[config.mk]
export PLATFORM = sky130hd
export DESIGN_NAME = core_top
export DESIGN_NICKNAME = d
export VERILOG_FILES = /design/src/hdl/riscv_isa_pkg.sv /design/src/hdl/core_ctrl_pkg.sv /design/src/hdl/id_stage.sv /design/src/hdl/rf32x32.sv /design/src/hdl/data_forward_u.sv /design/src/hdl/ex_stage.sv /design/src/hdl/core_top.sv
export SDC_FILE = /design/constraint.sdc
export NUM_CORES = 2
export LEC_CHECK = 0
export BUFFER_PORTS_ARGS = -buffer_cell sky130_fd_sc_hd__buf_2
export CAP_MARGIN = 20
export CORE_AREA = 2 2 342 411
export DETAILED_ROUTE_END_ITERATION = 10
export DIE_AREA = 0 0 344 413
export MAX_ROUTING_LAYER = met4
export PLACE_DENSITY = 0.67
export SETUP_SLACK_MARGIN = 0.5
export SLEW_MARGIN = 40
export SYNTH_ARGS = -nofsm -noshare
export SYNTH_HDL_FRONTEND = slang
export SYNTH_SLANG_ARGS = --single-unit
[constraint.sdc]
create_clock -name clk -period 8.35 [get_ports clk]
set_input_delay 1.2525 -clock clk [delete_from_list [all_inputs] [get_ports clk]]
set_output_delay 1.2525 -clock clk [all_outputs]
set_load 0.05 [all_outputs]
[src/hdl/riscv_isa_pkg.sv]
package riscv_isa_pkg;

    // Major opcodes handled by the core
    localparam logic [6:0] opcode_op     = 7'b0110011;
    localparam logic [6:0] opcode_op_imm = 7'b0010011;

    // ALU funct3 codes, shared by OP and OP-IMM
    localparam logic [2:0] funct3_add  = 3'b000;
    localparam logic [2:0] funct3_sll  = 3'b001;
    localparam logic [2:0] funct3_slt  = 3'b010;
    localparam logic [2:0] funct3_sltu = 3'b011;
    localparam logic [2:0] funct3_xor  = 3'b100;
    localparam logic [2:0] funct3_sr   = 3'b101;
    localparam logic [2:0] funct3_or   = 3'b110;
    localparam logic [2:0] funct3_and  = 3'b111;

    // Selects SUB and SRA
    localparam logic [6:0] funct7_alt = 7'b0100000;

    // R-type view
    typedef struct packed {
        logic [6:0] funct7;
        logic [4:0] rs2;
        logic [4:0] rs1;
        logic [2:0] funct3;
        logic [4:0] rd;
        logic [6:0] opcode;
    } r_type_t;

    // I-type view
    typedef struct packed {
        logic [11:0] imm12;
        logic [4:0]  rs1;
        logic [2:0]  funct3;
        logic [4:0]  rd;
        logic [6:0]  opcode;
    } i_type_t;

    // One instruction word, two decodings
    typedef union packed {
        r_type_t r;
        i_type_t i;
    } instr_t;

endpackage

[src/hdl/core_ctrl_pkg.sv]
package core_ctrl_pkg;

    // ALU operation, decoded in ID and carried into EX
    typedef enum logic [3:0] {
        ALU_ADD  = 4'd0,
        ALU_SUB  = 4'd1,
        ALU_SLL  = 4'd2,
        ALU_SLT  = 4'd3,
        ALU_SLTU = 4'd4,
        ALU_XOR  = 4'd5,
        ALU_SRL  = 4'd6,
        ALU_SRA  = 4'd7,
        ALU_OR   = 4'd8,
        ALU_AND  = 4'd9
    } alu_op_t;

    // Operand source
    typedef enum logic [1:0] {
        FWD_RF  = 2'd0,
        FWD_EX  = 2'd1,
        FWD_MEM = 2'd2
    } fwd_sel_t;

endpackage

[src/hdl/id_stage.sv]
`timescale 1ns/100ps

module id_stage (
    input  riscv_isa_pkg::instr_t  ir,
    input  logic                   ir_valid,
    output logic [4:0]             rs1,
    output logic [4:0]             rs2,
    output logic [4:0]             rd,
    output logic [31:0]            imm,
    output core_ctrl_pkg::alu_op_t alu_op,
    output logic                   use_imm,
    output logic                   wr_n
);

    import riscv_isa_pkg::*;
    import core_ctrl_pkg::*;

    logic [6:0]  opcode;
    logic [2:0]  funct3;
    logic [6:0]  funct7;
    logic [11:0] imm12;
    logic        is_op;
    logic        is_op_imm;
    logic        alt_r;

    assign opcode = ir.r.opcode;
    assign funct3 = ir.r.funct3;
    assign funct7 = ir.r.funct7;
    assign imm12  = ir.i.imm12;

    assign rs1 = ir.r.rs1;
    assign rs2 = ir.r.rs2;
    assign rd  = ir.r.rd;

    assign is_op     = (opcode == opcode_op);
    assign is_op_imm = (opcode == opcode_op_imm);

    // Bit 30 of the word selects SUB, SRA and SRAI
    assign alt_r = |(funct7 & funct7_alt);

    assign imm     = {{20{imm12[11]}}, imm12};
    assign use_imm = is_op_imm;

    // Bubble, unsupported opcode or x0 target
    assign wr_n = !(ir_valid && (is_op || is_op_imm) && (rd != 5'd0));

    always_comb begin
        case (funct3)
            funct3_add:  alu_op = (is_op && alt_r) ? ALU_SUB : ALU_ADD;
            funct3_sll:  alu_op = ALU_SLL;
            funct3_slt:  alu_op = ALU_SLT;
            funct3_sltu: alu_op = ALU_SLTU;
            funct3_xor:  alu_op = ALU_XOR;
            funct3_sr: begin
                if (alt_r) begin
                    alu_op = ALU_SRA;
                end else begin
                    alu_op = ALU_SRL;
                end
            end
            funct3_or:   alu_op = ALU_OR;
            funct3_and:  alu_op = ALU_AND;
            default:     alu_op = ALU_ADD;
        endcase
    end

endmodule

[src/hdl/rf32x32.sv]
`timescale 1ns/100ps

module rf32x32 (
    input  logic        clk,
    input  logic        rst_n,
    input  logic        wr_n,
    input  logic [4:0]  wr_addr,
    input  logic [31:0] data_in,
    input  logic [4:0]  rd1_addr,
    input  logic [4:0]  rd2_addr,
    output logic [31:0] data1,
    output logic [31:0] data2
);

    // x0 has no storage
    logic [31:0] regs [1:31];

    always_ff @(posedge clk) begin
        if (!rst_n) begin
            for (int i = 1; i < 32; i++) begin
                regs[i] <= '0;
            end
        end else if (!wr_n && (wr_addr != 5'd0)) begin
            regs[wr_addr] <= data_in;
        end
    end

    function automatic logic [31:0] read_port(input logic [4:0] addr);
        if (addr == 5'd0) begin
            return '0;
        end else if (!wr_n && (addr == wr_addr)) begin
            // Write-through from WB
            return data_in;
        end else begin
            return regs[addr];
        end
    endfunction

    always_comb begin
        data1 = read_port(rd1_addr);
        data2 = read_port(rd2_addr);
    end

endmodule

[src/hdl/data_forward_u.sv]
`timescale 1ns/100ps

module data_forward_u (
    input  logic [4:0]              rs1,
    input  logic [4:0]              rs2,
    input  logic [4:0]              ex_rd,
    input  logic                    ex_wr_n,
    input  logic [4:0]              mem_rd,
    input  logic                    mem_wr_n,
    output core_ctrl_pkg::fwd_sel_t fwd1,
    output core_ctrl_pkg::fwd_sel_t fwd2
);

    import core_ctrl_pkg::*;

    // Nearer producer wins
    function automatic fwd_sel_t pick(input logic [4:0] rs);
        if (!ex_wr_n && (ex_rd == rs)) begin
            return FWD_EX;
        end else if (!mem_wr_n && (mem_rd == rs)) begin
            return FWD_MEM;
        end else begin
            return FWD_RF;
        end
    endfunction

    always_comb begin
        fwd1 = pick(rs1);
        fwd2 = pick(rs2);
    end

endmodule

[src/hdl/ex_stage.sv]
`timescale 1ns/100ps

module ex_stage (
    input  logic                    clk,
    input  logic                    rst_n,
    input  logic [31:0]             data1,
    input  logic [31:0]             data2,
    input  logic [31:0]             imm,
    input  core_ctrl_pkg::alu_op_t  alu_op,
    input  logic                    use_imm,
    input  logic [4:0]              rd,
    input  logic                    wr_n,
    input  core_ctrl_pkg::fwd_sel_t fwd1,
    input  core_ctrl_pkg::fwd_sel_t fwd2,
    output logic [4:0]              ex_rd,
    output logic                    ex_wr_n,
    output logic [4:0]              mem_rd,
    output logic                    mem_wr_n,
    output logic [31:0]             mem_result,
    output logic                    wb_wr_n,
    output logic [4:0]              wb_rd,
    output logic [31:0]             wb_data
);

    import core_ctrl_pkg::*;

    logic [31:0] data1_q;
    logic [31:0] data2_q;
    logic [31:0] imm_q;
    alu_op_t     alu_op_q;
    logic        use_imm_q;
    fwd_sel_t    fwd1_q;
    fwd_sel_t    fwd2_q;
    logic [31:0] op_a;
    logic [31:0] op_b;
    logic [31:0] ex_result;

    // Pipeline control
    always_ff @(posedge clk) begin
        if (!rst_n) begin
            ex_wr_n  <= 1'b1;
            fwd1_q   <= FWD_RF;
            fwd2_q   <= FWD_RF;
            mem_wr_n <= 1'b1;
            wb_wr_n  <= 1'b1;
        end else begin
            ex_wr_n  <= wr_n;
            fwd1_q   <= fwd1;
            fwd2_q   <= fwd2;
            mem_wr_n <= ex_wr_n;
            wb_wr_n  <= mem_wr_n;
        end
    end

    // Pipeline payload
    always_ff @(posedge clk) begin
        data1_q    <= data1;
        data2_q    <= data2;
        imm_q      <= imm;
        alu_op_q   <= alu_op;
        use_imm_q  <= use_imm;
        ex_rd      <= rd;
        mem_rd     <= ex_rd;
        mem_result <= ex_result;
        wb_rd      <= mem_rd;
        wb_data    <= mem_result;
    end

    function automatic logic [31:0] fwd_pick(input fwd_sel_t sel, input logic [31:0] rf_val);
        case (sel)
            FWD_EX:  return mem_result;
            FWD_MEM: return wb_data;
            default: return rf_val;
        endcase
    endfunction

    always_comb begin
        op_a = fwd_pick(fwd1_q, data1_q);
        op_b = use_imm_q ? imm_q : fwd_pick(fwd2_q, data2_q);
    end

    always_comb begin
        case (alu_op_q)
            ALU_SUB:  ex_result = op_a - op_b;
            ALU_SLL:  ex_result = op_a << op_b[4:0];
            ALU_SLT:  ex_result = {31'd0, $signed(op_a) < $signed(op_b)};
            ALU_SLTU: ex_result = {31'd0, op_a < op_b};
            ALU_XOR:  ex_result = op_a ^ op_b;
            ALU_SRL:  ex_result = op_a >> op_b[4:0];
            ALU_SRA:  ex_result = $unsigned($signed(op_a) >>> op_b[4:0]);
            ALU_OR:   ex_result = op_a | op_b;
            ALU_AND:  ex_result = op_a & op_b;
            default:  ex_result = op_a + op_b;
        endcase
    end

endmodule

[src/hdl/core_top.sv]
`timescale 1ns/100ps

module core_top (
    input  logic                  clk,
    input  logic                  rst_n,
    input  logic                  ir_valid,
    input  riscv_isa_pkg::instr_t ir,
    output logic                  wb_wr_n,
    output logic [4:0]            wb_rd,
    output logic [31:0]           wb_data
);

    import core_ctrl_pkg::*;

    // ID
    logic [4:0]  rs1;
    logic [4:0]  rs2;
    logic [4:0]  rd;
    logic [31:0] imm;
    alu_op_t     alu_op;
    logic        use_imm;
    logic        wr_n;

    // Register file
    logic [31:0] data1;
    logic [31:0] data2;

    // Forwarding
    fwd_sel_t    fwd1;
    fwd_sel_t    fwd2;
    logic [4:0]  ex_rd;
    logic        ex_wr_n;
    logic [4:0]  mem_rd;
    logic        mem_wr_n;

    id_stage id_stage_inst (
        .ir(ir),
        .ir_valid(ir_valid),
        .rs1(rs1),
        .rs2(rs2),
        .rd(rd),
        .imm(imm),
        .alu_op(alu_op),
        .use_imm(use_imm),
        .wr_n(wr_n)
    );

    rf32x32 regfile_inst (
        .clk(clk),
        .rst_n(rst_n),
        .wr_n(wb_wr_n),
        .wr_addr(wb_rd),
        .data_in(wb_data),
        .rd1_addr(rs1),
        .rd2_addr(rs2),
        .data1(data1),
        .data2(data2)
    );

    data_forward_u data_forward_u_inst (
        .rs1(rs1),
        .rs2(rs2),
        .ex_rd(ex_rd),
        .ex_wr_n(ex_wr_n),
        .mem_rd(mem_rd),
        .mem_wr_n(mem_wr_n),
        .fwd1(fwd1),
        .fwd2(fwd2)
    );

    ex_stage ex_stage_inst (
        .clk(clk),
        .rst_n(rst_n),
        .data1(data1),
        .data2(data2),
        .imm(imm),
        .alu_op(alu_op),
        .use_imm(use_imm),
        .rd(rd),
        .wr_n(wr_n),
        .fwd1(fwd1),
        .fwd2(fwd2),
        .ex_rd(ex_rd),
        .ex_wr_n(ex_wr_n),
        .mem_rd(mem_rd),
        .mem_wr_n(mem_wr_n),
        .mem_result(),
        .wb_wr_n(wb_wr_n),
        .wb_rd(wb_rd),
        .wb_data(wb_data)
    );

endmodule

### After elaboration in Yosys (flattened, before gate mapping)

Memories as Yosys holds them, arrays and structs flattened.
Index checks and enable logic that the tools add are counted.

* flip-flop bits (word level): 167
* latch bits: 0
* RAM bits: 992
* bits in read-only memories: 0
* output and inout port bits: 38
* word-level logic and storage cells: 100
* memories kept: 1

Memory list
* regfile_inst.regs: depth 31, bits a word 32, read ports 2, clocked after memory_dff 0, wr ports 31, RTL line rf32x32.sv:16 `logic [31:0] regs [1:31];`

* add/sub/neg operators: 2
* $mul: 0
* divide/modulo/power cells: 0
* order comparisons: 2
* equality and inequality tests: 28
* shift-type cells: 3
* mux-type cells: 20
* bitwise operators: 4
* reduce and logical (&&, ||, !) cells: 23

Operators by type and width (count)
* $pmux 32 s9: 1
* $mux 32: 4
* $pmux 32 s2: 2
* $lt 32x32->1: 2
* $add 32x32->32: 1
* $and 32x32->32: 1
* $or 32x32->32: 1
* $pmux 4 s8: 1
* $reduce_or 32->1: 1
* $shl 32x5->32: 1
* $shr 32x5->32: 1
* $sshr 32x5->32: 1
* $sub 32x32->32: 1
* $xor 32x32->32: 1
* $eq 5x5->1: 6
* $eq 4x3->1 const B: 4
* $eq 3x3->1 const B: 4
* $logic_and 1x1->1: 10
* $logic_not 5->1: 2
* $reduce_bool 5->1: 2
* $mux 1: 9
* $eq 4x2->1 const B: 2
* $eq 4x4->1 const B: 2
* $eq 7x5->1 const B: 1
* 13 further kinds: 21

### Depth between registers and ports, before layout

* depth in word-level cells: 7
* gate-level depth with buffers: 24

### Hierarchy

Synthesis repeated with hierarchy kept, for this count alone.

* cell total of the unflattened synthesis: 5681
* area total of the unflattened synthesis: 69574.2 um^2

By module, submodules not included
* rf32x32: times used 1, cells each 3766, area an instance 54882.6 um^2, sequential area each 30749.5 um^2
* ex_stage: times used 1, cells each 1821, area an instance 13967.1 um^2, sequential area each 3743.6 um^2
* id_stage: times used 1, cells each 64, area an instance 474.2 um^2, sequential area each 0.0 um^2
* data_forward_u: times used 1, cells each 30, area an instance 250.2 um^2, sequential area each 0.0 um^2

### Least setup slack after synthesis

No wires, ideal clock.

* path type: reg2reg
* start: register ex_stage_inst.wb_data[2]
* end: register ex_stage_inst.mem_result[29]
* data arrival time: 4.620 ns
* data required time: 8.205 ns
* slack: 3.585 ns
* cell stages (with the launch flop): 18
* buffers on the path: 4
* clock period less this slack: 4.765 ns
* cells stage by stage: dfxtp_1 -> a22oi_1 -> a221oi_2 -> clkbuf_1 -> buf_2 -> buf_1 -> ha_1 -> buf_2 -> nor2_1 -> o31ai_1 -> a211oi_1 -> nor4_1 -> a21o_1 -> a31o_1 -> a211oi_1 -> o31ai_1 -> a2111oi_0 -> o311ai_1

* longest elaborated chain between the ends: 4
* elaborated cells between the ends (all ways): 9
* those cells by class: add/sub (2); shift (3); mux (4)

Ends and longest elaborated chain
* from (decl): RTL line ex_stage.sv:22 `output logic [31:0] wb_data`
* from (signal assigned): RTL line ex_stage.sv:66 `wb_data <= mem_result;`
* $pmux 32 s2: RTL line ex_stage.sv:70 `case (sel)`
* $mux 32: RTL line ex_stage.sv:79 `op_b = use_imm_q ? imm_q : fwd_pick(fwd2_q, data2_q);`
* $add 32x32->32, or another cell as far along: RTL line ex_stage.sv:93 `default: ex_result = op_a + op_b;`
* $pmux 32 s9 (*): RTL line ex_stage.sv:83 `case (alu_op_q)`
* via ex_stage_inst.ex_result[29]: RTL line ex_stage.sv:36 `logic [31:0] ex_result;`
* to (signal assigned): RTL line ex_stage.sv:64 `mem_result <= ex_result;`
* to (decl): RTL line ex_stage.sv:19 `output logic [31:0] mem_result,`

The timed path passes the listed nets; every way through them passes the cells marked *.
A chain may end at the register's enable or synchronous reset.

### Worst setup path after layout

* start: register ex_stage_inst.fwd2_q[0]
* end: register ex_stage_inst.mem_result[31]

* longest elaborated chain between the ends: 5
* elaborated cells between the ends (all ways): 13
* those cells by class: add/sub (2); eq/ne (2); shift (3); mux (3); bitwise (3)

Ends and longest elaborated chain
* from (decl): RTL line ex_stage.sv:33 `fwd_sel_t fwd2_q;`
* from (signal assigned): RTL line ex_stage.sv:49 `fwd2_q <= fwd2;`
* $eq 2x2->1 / $eq 2x1->1 (equally long branches): RTL line ex_stage.sv:70
* $pmux 32 s2 (*): RTL line ex_stage.sv:70
* $mux 32 (*): RTL line ex_stage.sv:79
* $add 32x32->32, or another cell as far along: RTL line ex_stage.sv:93
* $pmux 32 s9 (*): RTL line ex_stage.sv:83
* via ex_stage_inst.ex_result[31]: RTL line ex_stage.sv:36

Marks and branches as above.

==> results_tabular.tex <==
\begin{tabular}{lr}
\hline
Metric & Value \\
\hline
\multicolumn{2}{l}{\textbf{Floorplan}} \\
Area of the die & 142000 um\^{}2 \\
Area of the core region & 139000 um\^{}2 \\
Top-level I/O count & 73 \\
Height of the die & 413 um \\
Std-Cell Rows & 150 \\
DIE WIDTH & 344 um \\
Starting utilization of the core area & 0.495 \\
\multicolumn{2}{l}{\textbf{Route}} \\
Router iterations before antenna repair & 8 \\
Drt first-iter violations & 7661 \\
Total wirelength of the detailed-routed design & 257000 um \\
Remaining routing DRC violations & 0 \\
Drt wl/cell & 35.4 um \\
Detailed-routed wire length on met2 & 118000 um \\
Number of vias per cell & $\sim$7 \\
Met1 Routed Length & 92700 um \\
Uppermost metal layer occupied by signal nets & met4 \\
Vias after detailed routing & about 50000 \\
ANT nets after route & 0 \\
Met3 wire len & around 30000 um \\
\multicolumn{2}{l}{\textbf{Worst setup path}} \\
Crit. End Element & flip-flop \\
Crit Path Max Fanout & 64 \\
Startpoint type of the worst setup path & flip-flop \\
Required time of the critical path & approximately 9000 ps \\
Critical path start-end classification & reg -> reg \\
Data arrival time of the critical path & roughly 6400 ps \\
Number of cells traversed by the worst register-to-register path & 18 \\
\multicolumn{2}{l}{\textbf{Place}} \\
HPWL Detailed & roughly 160000 um \\
PortBufs & 72 \\
Routability cong. & 1.02 \\
\multicolumn{2}{l}{\textbf{Layout}} \\
Area Growth Syn to Fin & 10.9\% \\
Fillers & about 11000 \\
Leading cell type in the layout, fill and taps excluded & sky130\_fd\_sc\_hd\_\_edfxtp\_1 \\
Most frequent cells in the layout & sky130\_fd\_sc\_hd\_\_edfxtp\_1, sky130\_fd\_sc\_hd\_\_and2\_1, sky130\_fd\_sc\_hd\_\_mux4\_2 \\
NumNets Final & 5436 \\
Proportion of layout cells with a drive suffix above 1 & 0.211 \\
Final Core Density & 0.549 \\
\multicolumn{2}{l}{\textbf{CTS}} \\
Number of levels the H-tree was split into & 4 \\
Latest clock arrival within the worst-skew pair & 790 ps \\
Clock buffer count from CTS & 130 \\
CTS Hold Buffers Added & 0 \\
Cell at the root of the clock tree & sky130\_fd\_sc\_hd\_\_clkbuf\_16 \\
TritonCTS clock tree & yes \\
Count of instances resized after the clock tree is built & 0 \\
Buffer levels on the longest clock path & 3 \\
Clock slew at the register clock pins of the worst setup and hold paths & 60 ps \\
Post-CTS setup buffers & 0 \\
Number of sinks on the clock net & 1191 \\
\multicolumn{2}{l}{\textbf{Min path}} \\
Class of the tightest hold or removal check & reg -> reg \\
Hold path cells & 0 \\
\multicolumn{2}{l}{\textbf{Global route}} \\
Initial antenna violation count & 32 \\
Overall routing resource usage & 0.372 \\
Global route overflow & 0 \\
Wire length of the first global-routing pass & 362000 um \\
Via count of the first global-routing pass & 48900 \\
Pin count of the biggest net entering global routing & 98 \\
\multicolumn{2}{l}{\textbf{Logic synthesis}} \\
Count of state elements after synthesis & 1191 \\
Fraction of post-synthesis cell area in the top cell type by area & 0.448 \\
Count of yosys warnings during synthesis & 0 \\
Sequential-to-total area share from yosys stat & 0.497 \\
Largest cells by area after synthesis & sky130\_fd\_sc\_hd\_\_edfxtp\_1, sky130\_fd\_sc\_hd\_\_mux4\_2, sky130\_fd\_sc\_hd\_\_and2\_1 \\
Distinct cell type count of the synthesized netlist & 88 \\
EDFF count, synth & 1024 \\
Post-synth ARST share & 0 \\
Primary FF master, synth & sky130\_fd\_sc\_hd\_\_edfxtp\_1 \\
Synthesized area per cell & 12.7 um\^{}2 \\
Area of the mapped netlist & a little under 70000 um\^{}2 \\
Number of cells produced by synthesis & 5392 \\
Biggest area consumer among synthesized cells & sky130\_fd\_sc\_hd\_\_edfxtp\_1 \\
\multicolumn{2}{l}{\textbf{Power and ir drop}} \\
Static Leak & 28.0 nW \\
Total power per unit cell area & between 200 and 250 nW/um\^{}2 \\
Final total power & 17.2 mW \\
Peak VDD IR & approximately 220 uV \\
\multicolumn{2}{l}{\textbf{STA}} \\
Worst slew margin relative to its limit & 0.333 \\
Slew of the pin with the lowest slew margin & 990 ps \\
Period Utilization, post-route & 0.686 \\
\# setup viols final & 0 \\
Unrepaired setup endpoints after global routing & false \\
Achievable clock frequency & 0.175 GHz \\
Count of final max-slew check failures & 0 \\
Final Critical Period & around 5700 ps \\
Hold Vio Cnt, Final & 0 \\
Clock Skews & 39.4 ps \\
Total negative slack for setup checks & 0 ps \\
\multicolumn{2}{l}{\textbf{Flow run}} \\
Max-capacitance violation count & 0 \\
\multicolumn{2}{l}{\textbf{Run status}} \\
Result of the run & finished clean \\
\hline
\end{tabular}
==> path summary, 6_finish.rpt <==
path	from	slack [ps]	endpoint
max reg2reg	ex_stage_inst.fwd2_q[0]$_SDFF_PN0_	2620	ex_stage_inst.mem_result[31]$_DFF_P_
max	ex_stage_inst.fwd2_q[0]$_SDFF_PN0_	2620	ex_stage_inst.mem_result[31]$_DFF_P_
min	ex_stage_inst.mem_result[13]$_DFF_P_	370	ex_stage_inst.wb_data[13]$_DFF_P_
min reg2reg	ex_stage_inst.mem_result[13]$_DFF_P_	370	ex_stage_inst.wb_data[13]$_DFF_P_
==> per-layer routing <==
metal  global-route usage  up-vias
met5                    -        -
met4                0.211        0
met3               0.0924      792
met2                0.558     3506
met1                0.461    25200
li1                     -    20300
==> logic make-up (layout without fill, tap and decap cells) <==
kind of cell / count (synthesis) / in the layout / synth area share
other: 1 / 52 / 0.0000547
xor gates and xnor gates: 37 / 37 / 0.00472
and+or+nand+nor: 1687 / 1687 / 0.136
AOI/OAI and AO/OA: 883 / 883 / 0.0896
DFF: 1191 / 1191 / 0.497
muxes: 855 / 855 / 0.217
buffers and inverters: 635 / 614 / 0.0367
adders and majority gates: 103 / 103 / 0.0190
==> critical path: stages (launching register included) <==
cell and delay (ps):
sky130_fd_sc_hd__dfxtp_1 330, sky130_fd_sc_hd__inv_1 50, sky130_fd_sc_hd__ha_2 300, sky130_fd_sc_hd__buf_4 450, sky130_fd_sc_hd__nor2b_1 300, sky130_fd_sc_hd__o31ai_4 120, sky130_fd_sc_hd__buf_4 250, sky130_fd_sc_hd__inv_2 60
sky130_fd_sc_hd__buf_4 460, sky130_fd_sc_hd__ha_1 290, sky130_fd_sc_hd__o311a_1 170, sky130_fd_sc_hd__o21ai_0 110, sky130_fd_sc_hd__a21boi_0 710, sky130_fd_sc_hd__o211ai_1 220, sky130_fd_sc_hd__o21ai_1 300, sky130_fd_sc_hd__o22ai_1 260
sky130_fd_sc_hd__o41ai_1 760, sky130_fd_sc_hd__a211oi_1 160, sky130_fd_sc_hd__o32ai_1 300
==> state kept, by name, indices dropped and copies added (netlist names), 2 cells and up <==
signal / flops
regfile_inst.regs: 1024
ex_stage_inst.data1_q: 32
ex_stage_inst.data2_q: 32
ex_stage_inst.mem_result: 32
ex_stage_inst.wb_data: 32
ex_stage_inst.imm_q: 12
ex_stage_inst.ex_rd: 5
ex_stage_inst.mem_rd: 5
ex_stage_inst.wb_rd: 5
ex_stage_inst.alu_op_q: 4
ex_stage_inst.fwd1_q: 2
ex_stage_inst.fwd2_q: 2
==> per-stage QoR <==
step	std cells	worst slack [ps]	area (um^2)	hold slack (ps)
after detailed placement	6989	2790	71800	366
after global routing	7240	2400	76000	384
after CTS	7225	2770	76000	372
after global placement	6970	2630	71300	359
after floorplan	5423	3580	68700	351
final	7246	2620	76000	372
==> report_power, final <==
group	internal, mW	switching (mW)	total, mW	leakage [nW]
logic	1.20	2.97	4.18	14.0
clock network	3.26	2.52	5.78	2.04
registers	6.85	0.356	7.20	12.0
total	11.3	5.85	17.2	28.0
==> Yosys cell counts, types with 58 or more instances <==
| library cell | number |
|---|---|
| sky130_fd_sc_hd__edfxtp_1 | 1024 |
| sky130_fd_sc_hd__and2_1 | 1002 |
| sky130_fd_sc_hd__mux4_2 | 500 |
| sky130_fd_sc_hd__clkbuf_1 | 404 |
| sky130_fd_sc_hd__mux2i_1 | 287 |
| sky130_fd_sc_hd__nor2_1 | 246 |
| sky130_fd_sc_hd__nand2_1 | 235 |
| sky130_fd_sc_hd__dfxtp_1 | 167 |
| sky130_fd_sc_hd__a21oi_1 | 147 |
| sky130_fd_sc_hd__o21ai_0 | 142 |
| sky130_fd_sc_hd__ha_1 | 101 |
| sky130_fd_sc_hd__a221oi_1 | 99 |
| sky130_fd_sc_hd__inv_1 | 99 |
| sky130_fd_sc_hd__a211oi_1 | 86 |
| sky130_fd_sc_hd__mux2_2 | 67 |
| sky130_fd_sc_hd__o22ai_1 | 66 |
| sky130_fd_sc_hd__buf_1 | 63 |
| sky130_fd_sc_hd__buf_2 | 58 |
==> area by class of cell <==
cell class / instances / area, um^2 / area share
inverters: 104 / 393 / 0.00517
clock inverters: 63 / 672 / 0.00884
well taps: 1824 / 2280 / 0.0300
multi-input cells: 3597 / 32700 / 0.431
flip-flops and latches: 1191 / 34100 / 0.448
repair buffers: 274 / 2270 / 0.0299
diodes: 20 / 50.0 / 0.000658
clock buffers: 173 / 3530 / 0.0464
Note: power is estimated with default switching activity, not from simulation.
